<file path="src/verilog/core_settings.svh">
`ifndef CORE_SETTINGS_SVH
`define CORE_SETTINGS_SVH

// datapath widths shared by the ALU, the register file and the top level
// a word is the native register and bus width of the core
`define WORD 32

// half-word and byte widths drive the extension and byte reversal operations
`define HALF_WORD 16
`define BYTE 8

// number of architectural registers visible to an instruction
// the register index type in exec_pkg is sized from this value
`define REG_COUNT 16

`endif

</file>
<file path="src/verilog/alu_pkg.sv">
package alu_pkg;

    // ALU operation select, carried from the issue port straight into the ALU
    // the shift group only looks at the low byte of the second operand
    // the extension and reversal groups work on the first operand alone
    typedef enum logic [4:0] {
        // shifts and rotation
        ALU_LSL   = 5'd0,
        ALU_LSR   = 5'd1,
        ALU_ASR   = 5'd2,
        ALU_ROR   = 5'd3,
        // arithmetic, the first four also produce carry out
        ALU_ADD   = 5'd4,
        ALU_SUB   = 5'd5,
        ALU_ADC   = 5'd6,
        ALU_SBC   = 5'd7,
        // multiply keeps only the low word of the product
        ALU_MUL   = 5'd8,
        // bitwise logic
        ALU_AND   = 5'd9,
        ALU_ORR   = 5'd10,
        ALU_EOR   = 5'd11,
        ALU_NOT   = 5'd12,
        ALU_BIC   = 5'd13,
        // sign and zero extension of the low half-word or byte
        ALU_SXTH  = 5'd14,
        ALU_SXTB  = 5'd15,
        ALU_UXTH  = 5'd16,
        ALU_UXTB  = 5'd17,
        // byte reversals
        // REV swaps all four bytes, REV16 swaps inside each half-word
        // REVSH swaps the low half-word and sign extends it
        ALU_REV   = 5'd18,
        ALU_REV16 = 5'd19,
        ALU_REVSH = 5'd20
    } alu_op_e;

endpackage

</file>
<file path="src/verilog/exec_pkg.sv">
`include "core_settings.svh"

package exec_pkg;

    // condition codes in the usual ARM encoding order
    // each one is tested against the stored N, Z, C and V flags
    typedef enum logic [3:0] {
        COND_EQ = 4'h0,
        COND_NE = 4'h1,
        COND_CS = 4'h2,
        COND_CC = 4'h3,
        COND_MI = 4'h4,
        COND_PL = 4'h5,
        COND_VS = 4'h6,
        COND_VC = 4'h7,
        // unsigned higher and lower-or-same use carry together with zero
        COND_HI = 4'h8,
        COND_LS = 4'h9,
        // the signed comparisons compare N against V
        COND_GE = 4'ha,
        COND_LT = 4'hb,
        COND_GT = 4'hc,
        COND_LE = 4'hd,
        COND_AL = 4'he,
        // NV never passes, so an instruction with it is always skipped
        COND_NV = 4'hf
    } cond_e;

    // index into the architectural register file
    // wide enough to address every register and nothing more
    typedef logic [$clog2(`REG_COUNT)-1:0] reg_idx_t;

endpackage

</file>
<file path="src/verilog/alu.sv">
`include "core_settings.svh"

module alu
    import alu_pkg::*;
(
    input  alu_op_e          op_i,
    input  logic             carry_i,
    input  logic [`WORD-1:0] a_i,
    input  logic [`WORD-1:0] b_i,

    output logic [`WORD-1:0] result_o,
    output logic             n_o,
    output logic             z_o,
    output logic             c_o,
    output logic             v_o
);

    // rotation only needs enough bits to cover one word
    localparam int ROT_W = $clog2(`WORD);

    // one extra bit above the word holds the carry out of the adder
    logic [`WORD:0]     ext_sum;
    // second adder operand, inverted for the two subtract operations
    logic [`WORD-1:0]   b_eff;
    // carry into the adder, one for plain subtract to finish the negation
    logic               adder_cin;
    logic [`BYTE-1:0]   shamt;
    logic [ROT_W-1:0]   rot;
    logic               is_sub;
    logic               is_arith;
    logic               ovf;

    // every shift takes its amount from the low byte of the second operand
    assign shamt = b_i[`BYTE-1:0];

    // rotating by a whole word gives the input back, so the amount wraps
    assign rot = shamt[ROT_W-1:0];

    assign is_sub   = (op_i == ALU_SUB) || (op_i == ALU_SBC);
    assign is_arith = (op_i == ALU_ADD) || (op_i == ALU_SUB) ||
                      (op_i == ALU_ADC) || (op_i == ALU_SBC);

    // a single 33-bit adder serves add, subtract and both carry variants
    // subtract is a + ~b + 1 and subtract with carry is a + ~b + c,
    // which equals a - b - !c
    always_comb begin
        b_eff = is_sub ? ~b_i : b_i;
        case (op_i)
            ALU_SUB: adder_cin = 1'b1;
            ALU_ADC: adder_cin = carry_i;
            ALU_SBC: adder_cin = carry_i;
            default: adder_cin = 1'b0;
        endcase
        ext_sum = {1'b0, a_i} + {1'b0, b_eff} + {{`WORD{1'b0}}, adder_cin};
    end

    always_comb begin
        result_o = '0;
        case (op_i)
            ALU_LSL: result_o = a_i << shamt;
            ALU_LSR: result_o = a_i >> shamt;
            ALU_ASR: result_o = $signed(a_i) >>> shamt;
            // a zero rotate shifts the left half out by a full word and leaves a_i
            ALU_ROR: result_o = (a_i >> rot) | (a_i << (`WORD - rot));
            ALU_ADD: result_o = ext_sum[`WORD-1:0];
            ALU_SUB: result_o = ext_sum[`WORD-1:0];
            ALU_ADC: result_o = ext_sum[`WORD-1:0];
            ALU_SBC: result_o = ext_sum[`WORD-1:0];
            // the product is truncated to its low word
            ALU_MUL: result_o = a_i * b_i;
            ALU_AND: result_o = a_i & b_i;
            ALU_ORR: result_o = a_i | b_i;
            ALU_EOR: result_o = a_i ^ b_i;
            ALU_NOT: result_o = ~a_i;
            ALU_BIC: result_o = a_i & ~b_i;
            ALU_SXTH: begin
                result_o = {{(`WORD-`HALF_WORD){a_i[`HALF_WORD-1]}},
                            a_i[`HALF_WORD-1:0]};
            end
            ALU_SXTB: begin
                result_o = {{(`WORD-`BYTE){a_i[`BYTE-1]}}, a_i[`BYTE-1:0]};
            end
            ALU_UXTH: result_o = {{(`WORD-`HALF_WORD){1'b0}}, a_i[`HALF_WORD-1:0]};
            ALU_UXTB: result_o = {{(`WORD-`BYTE){1'b0}}, a_i[`BYTE-1:0]};
            // full reversal puts byte zero on top
            ALU_REV: begin
                result_o = {a_i[`BYTE-1:0], a_i[2*`BYTE-1 -: `BYTE],
                            a_i[3*`BYTE-1 -: `BYTE], a_i[4*`BYTE-1 -: `BYTE]};
            end
            // each half-word keeps its place but has its two bytes swapped
            ALU_REV16: begin
                result_o = {a_i[3*`BYTE-1 -: `BYTE], a_i[4*`BYTE-1 -: `BYTE],
                            a_i[`BYTE-1:0], a_i[2*`BYTE-1 -: `BYTE]};
            end
            // swapped low half-word, sign taken from the byte that lands on top
            ALU_REVSH: begin
                result_o = {{(`WORD-`HALF_WORD){a_i[`BYTE-1]}},
                            a_i[`BYTE-1:0], a_i[2*`BYTE-1 -: `BYTE]};
            end
            default: result_o = '0;
        endcase
    end

    // signed overflow happens when both adder operands share a sign
    // and the sum comes out with the opposite sign
    assign ovf = (a_i[`WORD-1] == b_eff[`WORD-1]) &&
                 (ext_sum[`WORD-1] != a_i[`WORD-1]);

    assign n_o = result_o[`WORD-1];
    assign z_o = (result_o == '0);

    // carry is only meaningful for the four adder operations
    assign c_o = is_arith ? ext_sum[`WORD] : 1'b0;

    // overflow is reported for plain add and subtract only
    // the carry variants leave V clear
    assign v_o = ((op_i == ALU_ADD) || (op_i == ALU_SUB)) ? ovf : 1'b0;

    // no operation outside add and subtract may raise the overflow flag
    always_comb begin
        v_only_add_sub: assert final (!v_o || op_i == ALU_ADD || op_i == ALU_SUB)
            else $error("alu: V set for operation %s", op_i.name());
    end

endmodule

</file>
<file path="src/verilog/flag_unit.sv">
module flag_unit
    import exec_pkg::*;
(
    input  logic  clk_i,
    input  logic  reset_i,
    input  cond_e cond_i,
    input  logic  update_i,
    input  logic  n_i,
    input  logic  z_i,
    input  logic  c_i,
    input  logic  v_i,

    output logic  n_o,
    output logic  z_o,
    output logic  c_o,
    output logic  v_o,
    output logic  cond_pass_o
);

    // stored status flags, loaded only when the top level asks for it
    // update_i already combines issue, set-flags and a passing condition
    always_ff @(posedge clk_i) begin
        if (reset_i) begin
            n_o <= 1'b0;
            z_o <= 1'b0;
            c_o <= 1'b0;
            v_o <= 1'b0;
        end else if (update_i) begin
            n_o <= n_i;
            z_o <= z_i;
            c_o <= c_i;
            v_o <= v_i;
        end
    end

    // the condition is tested against the flags as they stand in the issue cycle
    // so a flag-setting instruction cannot influence its own condition
    always_comb begin
        cond_pass_o = 1'b0;
        case (cond_i)
            COND_EQ: cond_pass_o = z_o;
            COND_NE: cond_pass_o = !z_o;
            COND_CS: cond_pass_o = c_o;
            COND_CC: cond_pass_o = !c_o;
            COND_MI: cond_pass_o = n_o;
            COND_PL: cond_pass_o = !n_o;
            COND_VS: cond_pass_o = v_o;
            COND_VC: cond_pass_o = !v_o;
            COND_HI: cond_pass_o = c_o && !z_o;
            COND_LS: cond_pass_o = !c_o || z_o;
            COND_GE: cond_pass_o = (n_o == v_o);
            COND_LT: cond_pass_o = (n_o != v_o);
            COND_GT: cond_pass_o = !z_o && (n_o == v_o);
            COND_LE: cond_pass_o = z_o || (n_o != v_o);
            COND_AL: cond_pass_o = 1'b1;
            COND_NV: cond_pass_o = 1'b0;
        endcase
    end

    // outside reset the flags hold their value across any edge without an update
    flags_hold: assert property (@(posedge clk_i) disable iff (reset_i)
        !update_i |=> $stable({n_o, z_o, c_o, v_o}))
        else $error("flag_unit: flags changed without update");

endmodule

</file>
<file path="src/verilog/register_file.sv">
`include "core_settings.svh"

module register_file
    import exec_pkg::*;
(
    input  logic             clk_i,
    input  logic             reset_i,
    input  reg_idx_t         rd_idx_a_i,
    input  reg_idx_t         rd_idx_b_i,
    input  logic             wr_en_i,
    input  reg_idx_t         wr_idx_i,
    input  logic [`WORD-1:0] wr_data_i,

    output logic [`WORD-1:0] rd_data_a_o,
    output logic [`WORD-1:0] rd_data_b_o
);

    // architectural registers, all cleared to zero by reset
    logic [`WORD-1:0] regs [`REG_COUNT];

    // a single write port, so the top level resolves load against issue
    always_ff @(posedge clk_i) begin
        if (reset_i) begin
            for (int i = 0; i < `REG_COUNT; i++) begin
                regs[i] <= '0;
            end
        end else if (wr_en_i) begin
            regs[wr_idx_i] <= wr_data_i;
        end
    end

    // reads are combinational and return the contents after the last edge
    // a write at one edge is therefore visible to the very next instruction
    assign rd_data_a_o = regs[rd_idx_a_i];
    assign rd_data_b_o = regs[rd_idx_b_i];

    // a write must target an existing register, which matters if the index
    // type ever grows wider than the register count
    wr_idx_range: assert property (@(posedge clk_i) disable iff (reset_i)
        wr_en_i |-> (int'(wr_idx_i) < `REG_COUNT))
        else $error("register_file: write index %0d out of range", wr_idx_i);

endmodule

</file>
<file path="src/verilog/exec_unit.sv">
`include "core_settings.svh"

module exec_unit
    import alu_pkg::*;
    import exec_pkg::*;
(
    input  logic             clk_i,
    input  logic             reset_i,
    // instruction issue, valid for one cycle when issue_i is high
    input  logic             issue_i,
    input  alu_op_e          op_i,
    input  cond_e            cond_i,
    input  logic             set_flags_i,
    input  reg_idx_t         rd_i,
    input  reg_idx_t         rn_i,
    input  reg_idx_t         rm_i,
    // direct register load from outside the core
    input  logic             load_i,
    input  reg_idx_t         load_idx_i,
    input  logic [`WORD-1:0] load_data_i,

    output logic [`WORD-1:0] result_o,
    output logic             executed_o,
    output logic             skipped_o,
    output logic             flag_n_o,
    output logic             flag_z_o,
    output logic             flag_c_o,
    output logic             flag_v_o
);

    logic [`WORD-1:0] rn_data;
    logic [`WORD-1:0] rm_data;
    logic [`WORD-1:0] alu_result;
    logic             alu_n;
    logic             alu_z;
    logic             alu_c;
    logic             alu_v;
    logic             cond_pass;
    logic             exec_now;
    logic             wr_en;
    reg_idx_t         wr_idx;
    logic [`WORD-1:0] wr_data;

    // an issued instruction takes effect only when its condition passes
    assign exec_now = issue_i && cond_pass;

    // load wins the write port, while a colliding issue still touches the flags
    assign wr_en   = load_i || exec_now;
    assign wr_idx  = load_i ? load_idx_i : rd_i;
    assign wr_data = load_i ? load_data_i : alu_result;

    register_file register_file_i (
        .clk_i       (clk_i),
        .reset_i     (reset_i),
        .rd_idx_a_i  (rn_i),
        .rd_idx_b_i  (rm_i),
        .wr_en_i     (wr_en),
        .wr_idx_i    (wr_idx),
        .wr_data_i   (wr_data),
        .rd_data_a_o (rn_data),
        .rd_data_b_o (rm_data)
    );

    // the stored C flag feeds the carry variants of add and subtract
    alu alu_i (
        .op_i     (op_i),
        .carry_i  (flag_c_o),
        .a_i      (rn_data),
        .b_i      (rm_data),
        .result_o (alu_result),
        .n_o      (alu_n),
        .z_o      (alu_z),
        .c_o      (alu_c),
        .v_o      (alu_v)
    );

    flag_unit flag_unit_i (
        .clk_i       (clk_i),
        .reset_i     (reset_i),
        .cond_i      (cond_i),
        .update_i    (exec_now && set_flags_i),
        .n_i         (alu_n),
        .z_i         (alu_z),
        .c_i         (alu_c),
        .v_i         (alu_v),
        .n_o         (flag_n_o),
        .z_o         (flag_z_o),
        .c_o         (flag_c_o),
        .v_o         (flag_v_o),
        .cond_pass_o (cond_pass)
    );

    // one register stage reports the outcome on the same edge as the writes
    always_ff @(posedge clk_i) begin
        if (reset_i) begin
            executed_o <= 1'b0;
            skipped_o  <= 1'b0;
        end else begin
            executed_o <= exec_now;
            skipped_o  <= issue_i && !cond_pass;
        end
    end

    // result is only meaningful alongside executed_o, so it follows issue alone
    always_ff @(posedge clk_i) begin
        if (issue_i) begin
            result_o <= alu_result;
        end
    end

    // an instruction either executes or is skipped, never both
    outcome_onehot: assert property (@(posedge clk_i) disable iff (reset_i)
        !(executed_o && skipped_o))
        else $error("exec_unit: executed and skipped high together");

endmodule

</file>
<file path="config.mk">
export PLATFORM = sky130hd
export DESIGN_NAME = exec_unit
export DESIGN_NICKNAME = d
export VERILOG_FILES = /design/src/verilog/alu_pkg.sv /design/src/verilog/exec_pkg.sv /design/src/verilog/alu.sv /design/src/verilog/flag_unit.sv /design/src/verilog/register_file.sv /design/src/verilog/exec_unit.sv
export VERILOG_INCLUDE_DIRS = /design/src /design/src/verilog
export SDC_FILE = /design/constraint.sdc
export NUM_CORES = 2
export LEC_CHECK = 0
export ABC_CLOCK_PERIOD_IN_PS = 23400
export BUFFER_PORTS_ARGS = -buffer_cell sky130_fd_sc_hd__buf_2
export CELL_PAD_IN_SITES_DETAIL_PLACEMENT = 1
export CELL_PAD_IN_SITES_GLOBAL_PLACEMENT = 1
export CORE_ASPECT_RATIO = 1.2
export CORE_UTILIZATION = 30
export DETAILED_ROUTE_END_ITERATION = 16
export GPL_TIMING_DRIVEN = 0
export PLACE_DENSITY_LB_ADDON = 0.1
export REMOVE_ABC_BUFFERS = 1
export SETUP_SLACK_MARGIN = 0.5
export SYNTH_ARGS = -nofsm -noshare
export SYNTH_HDL_FRONTEND = slang
export SYNTH_SLANG_ARGS = --single-unit
</file>
<file path="constraint.sdc">
create_clock -name clk_i -period 23.4 [get_ports clk_i]
set_input_delay 0 -clock clk_i [delete_from_list [all_inputs] [get_ports clk_i]]
set_output_delay 0 -clock clk_i [all_outputs]
set_load 0.01 [all_outputs]
</file>
==> results by group <==
Clock tree
  • Worst skew pair latency: approximately 0.63 ns
  • CTS resizes: 0
  • CTS Sinks: 550
  • CTS clk-pin slew, worst paths: 0.07 ns
  • CTS tree: done
  • Clock Tree Buf Depth: 3
  • Root Buffer Master: clkbuf_16
  • Post CTS Setup Buffer Count: 0
  • # H-tree levels: 2
  • Num CTS Buffers: 50

Cells and area
  • Area delta synth->final: 10.40%
  • Area occupied by multi-input gates: ~0.035 mm2
  • Final net count: approximately 6000
  • Layout cells sized above 1: a little over an eighth
  • Reg area: 0.01646 mm2
  • Cell area after layout: ~0.061 mm2
  • Fillcell total: 20299

Detailed routing
  • First DRT Iteration DRCs: roughly 4800
  • Routed Antenna Nets: 0
  • Pre-antenna DRT Iters: 8
  • Drt via density: 6.080
  • DRC Markers: 0
  • Via Count: ~47000
  • Final wirelength: around 310000 um
  • WL/cell: around 40 um

Global routing
  • Total gr overflow: 0
  • Vias in the first global route: 49538
  • Total GRT Usage: between 30% and 40%
  • Largest net degree at the start of global routing: 94
  • Initial antenna violation count: 20
  • First-pass GRT wire length: roughly 420000 um

Outcome
  • Status: complete, but fails checks
  • Failing checks: negative hold slack, max-capacitance violations, max-slew violations

Worst setup path
  • Worst reg-to-reg path cell count: 31
  • Critical path endpoint category: flip-flop
  • CP max-delay cell: and2_1
  • CP max FO: 27
  • Reg2reg setup slack: 9.76 ns
  • CP Class: primary input to flip-flop
  • Startpoint Class: primary input
  • FF-to-FF End: flag_unit_i.z_o$_SDFFE_PP0P_
  • Most frequent CP cell: fa_1
  • WP data required: between 20 and 25 ns
  • Critical path arrival: approximately 14 ns
  • Worst path max stage delay: about 1.3 ns
  • Worst setup path start: rm_i[3]
  • R2R Path Start: register_file_i.regs[2][9]$_SDFFCE_PN0P_

Floorplanning
  • Die Height: 471.2 um
  • Die area: 0.1851 mm2
  • I/O pin total: 100
  • Area of the core: 0.1816 mm2
  • Starting Density: between 30% and 40%
  • Die X: just under 400 um
  • Site Rows: about 170

Logic synthesis
  • Register area share after synthesis: roughly 30%
  • Yosys Warn Count: 0
  • #FFs+latches synth: 550
  • Post-Syn Area: around 0.055 mm2
  • Syn avg cell area: between 10 and 15 um2
  • Most common cell in the netlist: nor2_1
  • Leading area contributor after synthesis: edfxtp_1
  • Syn Inst Count: around 5500
  • Fraction of registers with async set/reset: 0%
  • Yosys cell types: 112
  • Most frequent cells after synthesis: nor2_1 (1092), edfxtp_1 (544), nand2_1 (459)
  • Top post-synthesis cells by area: edfxtp_1 (30%), fa_1 (15%), mux4_2 (9.6%)
  • Share of the synthesized area in the top cell type: between 20 and 30%
  • Number of synthesized flops with an enable pin: 544
  • Synth Flop Type: edfxtp_1

STA
  • Worst-margin pin slew: about 1.5 ns
  • Min Tclk post-route: 13.91 ns
  • Final Hold Slack: -0.05939 ns
  • Ratio of final minimum period to clock period: about three fifths
  • Hold Fails Final Rpt: 31
  • Worst slew margin: -2.569%
  • Max-slew violations: 67
  • RSZ-0062 raised after global routing: false
  • Clock Skew: about 0.028 ns
  • Total negative slack: 0 ns
  • Peak Freq: between 70 and 80 MHz
  • # setup viols final: 0

Hold path
  • WHS Endpoint: register_file_i.regs[12][11]$_SDFFCE_PN0P_
  • WHS Path Cells: 3
  • Worst Hold Class: primary input to flip-flop
  • Hold path start: load_data_i[11]

Placement
  • DP HPWL: between 200000 and 250000 um
  • Placed cell area: ~0.059 mm2
  • Buffers on Ports: a little under 100
  • GP Congestion: 1.019

Power and ir drop
  • Pwr Density: between 100 and 150 mW/mm2
  • IR drop worst, VDD: 0.2555 mV
  • Leakage power: around 24 nW

Job
  • Max_cap viols: 8
## metal layers
metal	vias up	track usage (%)	wire, um
met2	2237	53.48	143400
met5	-	0	51
li1	19148	-	-
met4	8	19.58	21580
met3	711	4.866	19550
met1	25357	41.04	122300
## cell usage in the layout, fill, tap and decap left out, types with 18 or more instances in the layout
master and count:
a22oi_1 49, a221oi_1 38, fa_1 410, edfxtp_1 544
o32ai_1 25, inv_1 451, o221ai_1 33, nand3_1 59
mux4_1 19, clkinv_1 18, mux4_2 234, nor2b_1 19
nor3_1 75, nor2_1 1080, or2_2 19, ha_1 204
clkbuf_16 53, nand2b_1 38, buf_16 25, xnor2_1 106
a31oi_1 31, o211ai_1 35, a21oi_1 162, xor2_1 26
buf_2 94, o22ai_1 54, buf_12 27, buf_8 20
nand2_4 28, mux2i_1 135, nand4_1 20, a22o_1 28
a211oi_1 61, o21ai_0 142, mux2i_2 26, dlygate4sd3_1 18
nand2_1 430, mux2_2 28, a21o_1 30
## worst max-delay path: cells and delay by family
kind | cells | cell delay (ns)
buffers and inverters | 7 | 2.36
AOI/OAI and AO/OA | 6 | 2.70
and+or+nand+nor | 10 | 4.70
adders and majority gates | 10 | 4.48
## registers in the layout, indices dropped and copies added, names as in the netlist
signal / flops
executed_o: 1
flag_unit_i.c_o: 1
flag_unit_i.n_o: 1
flag_unit_i.v_o: 1
flag_unit_i.z_o: 1
register_file_i.regs: 512
result_o: 32
skipped_o: 1
## power by group
group	internal [mW]	total (mW)	switching, mW
Clock	0.496	0.902	0.406
Sequential	1.15	1.18	0.0266
Combinational	2.17	6.23	4.06
## worst max-delay path by stage
stage               cells past startpoint                                   endpoint  slack [ns]
finish                                 33               flag_unit_i.z_o$_SDFFE_PP0P_        9.49
CTS                                    33               flag_unit_i.z_o$_SDFFE_PP0P_        9.84
detailed placement                     33               flag_unit_i.z_o$_SDFFE_PP0P_        9.27
floorplan                              29               flag_unit_i.z_o$_SDFFE_PP0P_       12.94
global placement                       26  register_file_i.regs[8][19]$_SDFFCE_PN0P_        1.56
global route                           33               flag_unit_i.z_o$_SDFFE_PP0P_        9.59
## final cells by class
cell class / instances / share of cell area (%)
Multi-Input combinational cell: 4040 / 58.11
Sequential cell: 550 / 27.09
Tap cell: 2422 / 4.988
Timing Repair Buffer: 206 / 3.932
Inverter: 481 / 2.988
Clock buffer: 66 / 2.346
Clock inverter: 27 / 0.4881
Antenna cell: 14 / 0.05767
## cell families after synthesis
kind of cell             after synthesis  synth area share, %
XOR/XNOR                             140                2.431
flip-flops                           550                29.90
AND/OR/NAND/NOR                     1938                15.06
multiplexers                         451                14.35
buffers and inverters                906                7.262
AO/OA/AOI/OAI                        897                11.44
adder cells (fa/ha/maj)              614                19.55
## repair_timing
action                                  in CTS  in global routing
endpoints found under the setup margin       0                  0
hold buffers                                15                  3
hold endpoints to repair                   144                 17
## stage by stage
step	worst slack [ns]	power [mW]	cells	hold slack [ns]	utilization (%)
floorplan	12.94	4.916	5071	0.06907	-
global placement	1.555	7.251	7592	0.3539	31.03
detailed placement	9.275	7.331	7679	0.3617	32.33
CTS	9.843	8.273	7787	0.004667	33.36
global route	9.590	8.796	7796	0.002029	33.43
finish	9.487	8.310	7806	-0.05939	33.45
Note: power is estimated with default switching activity, not from simulation.
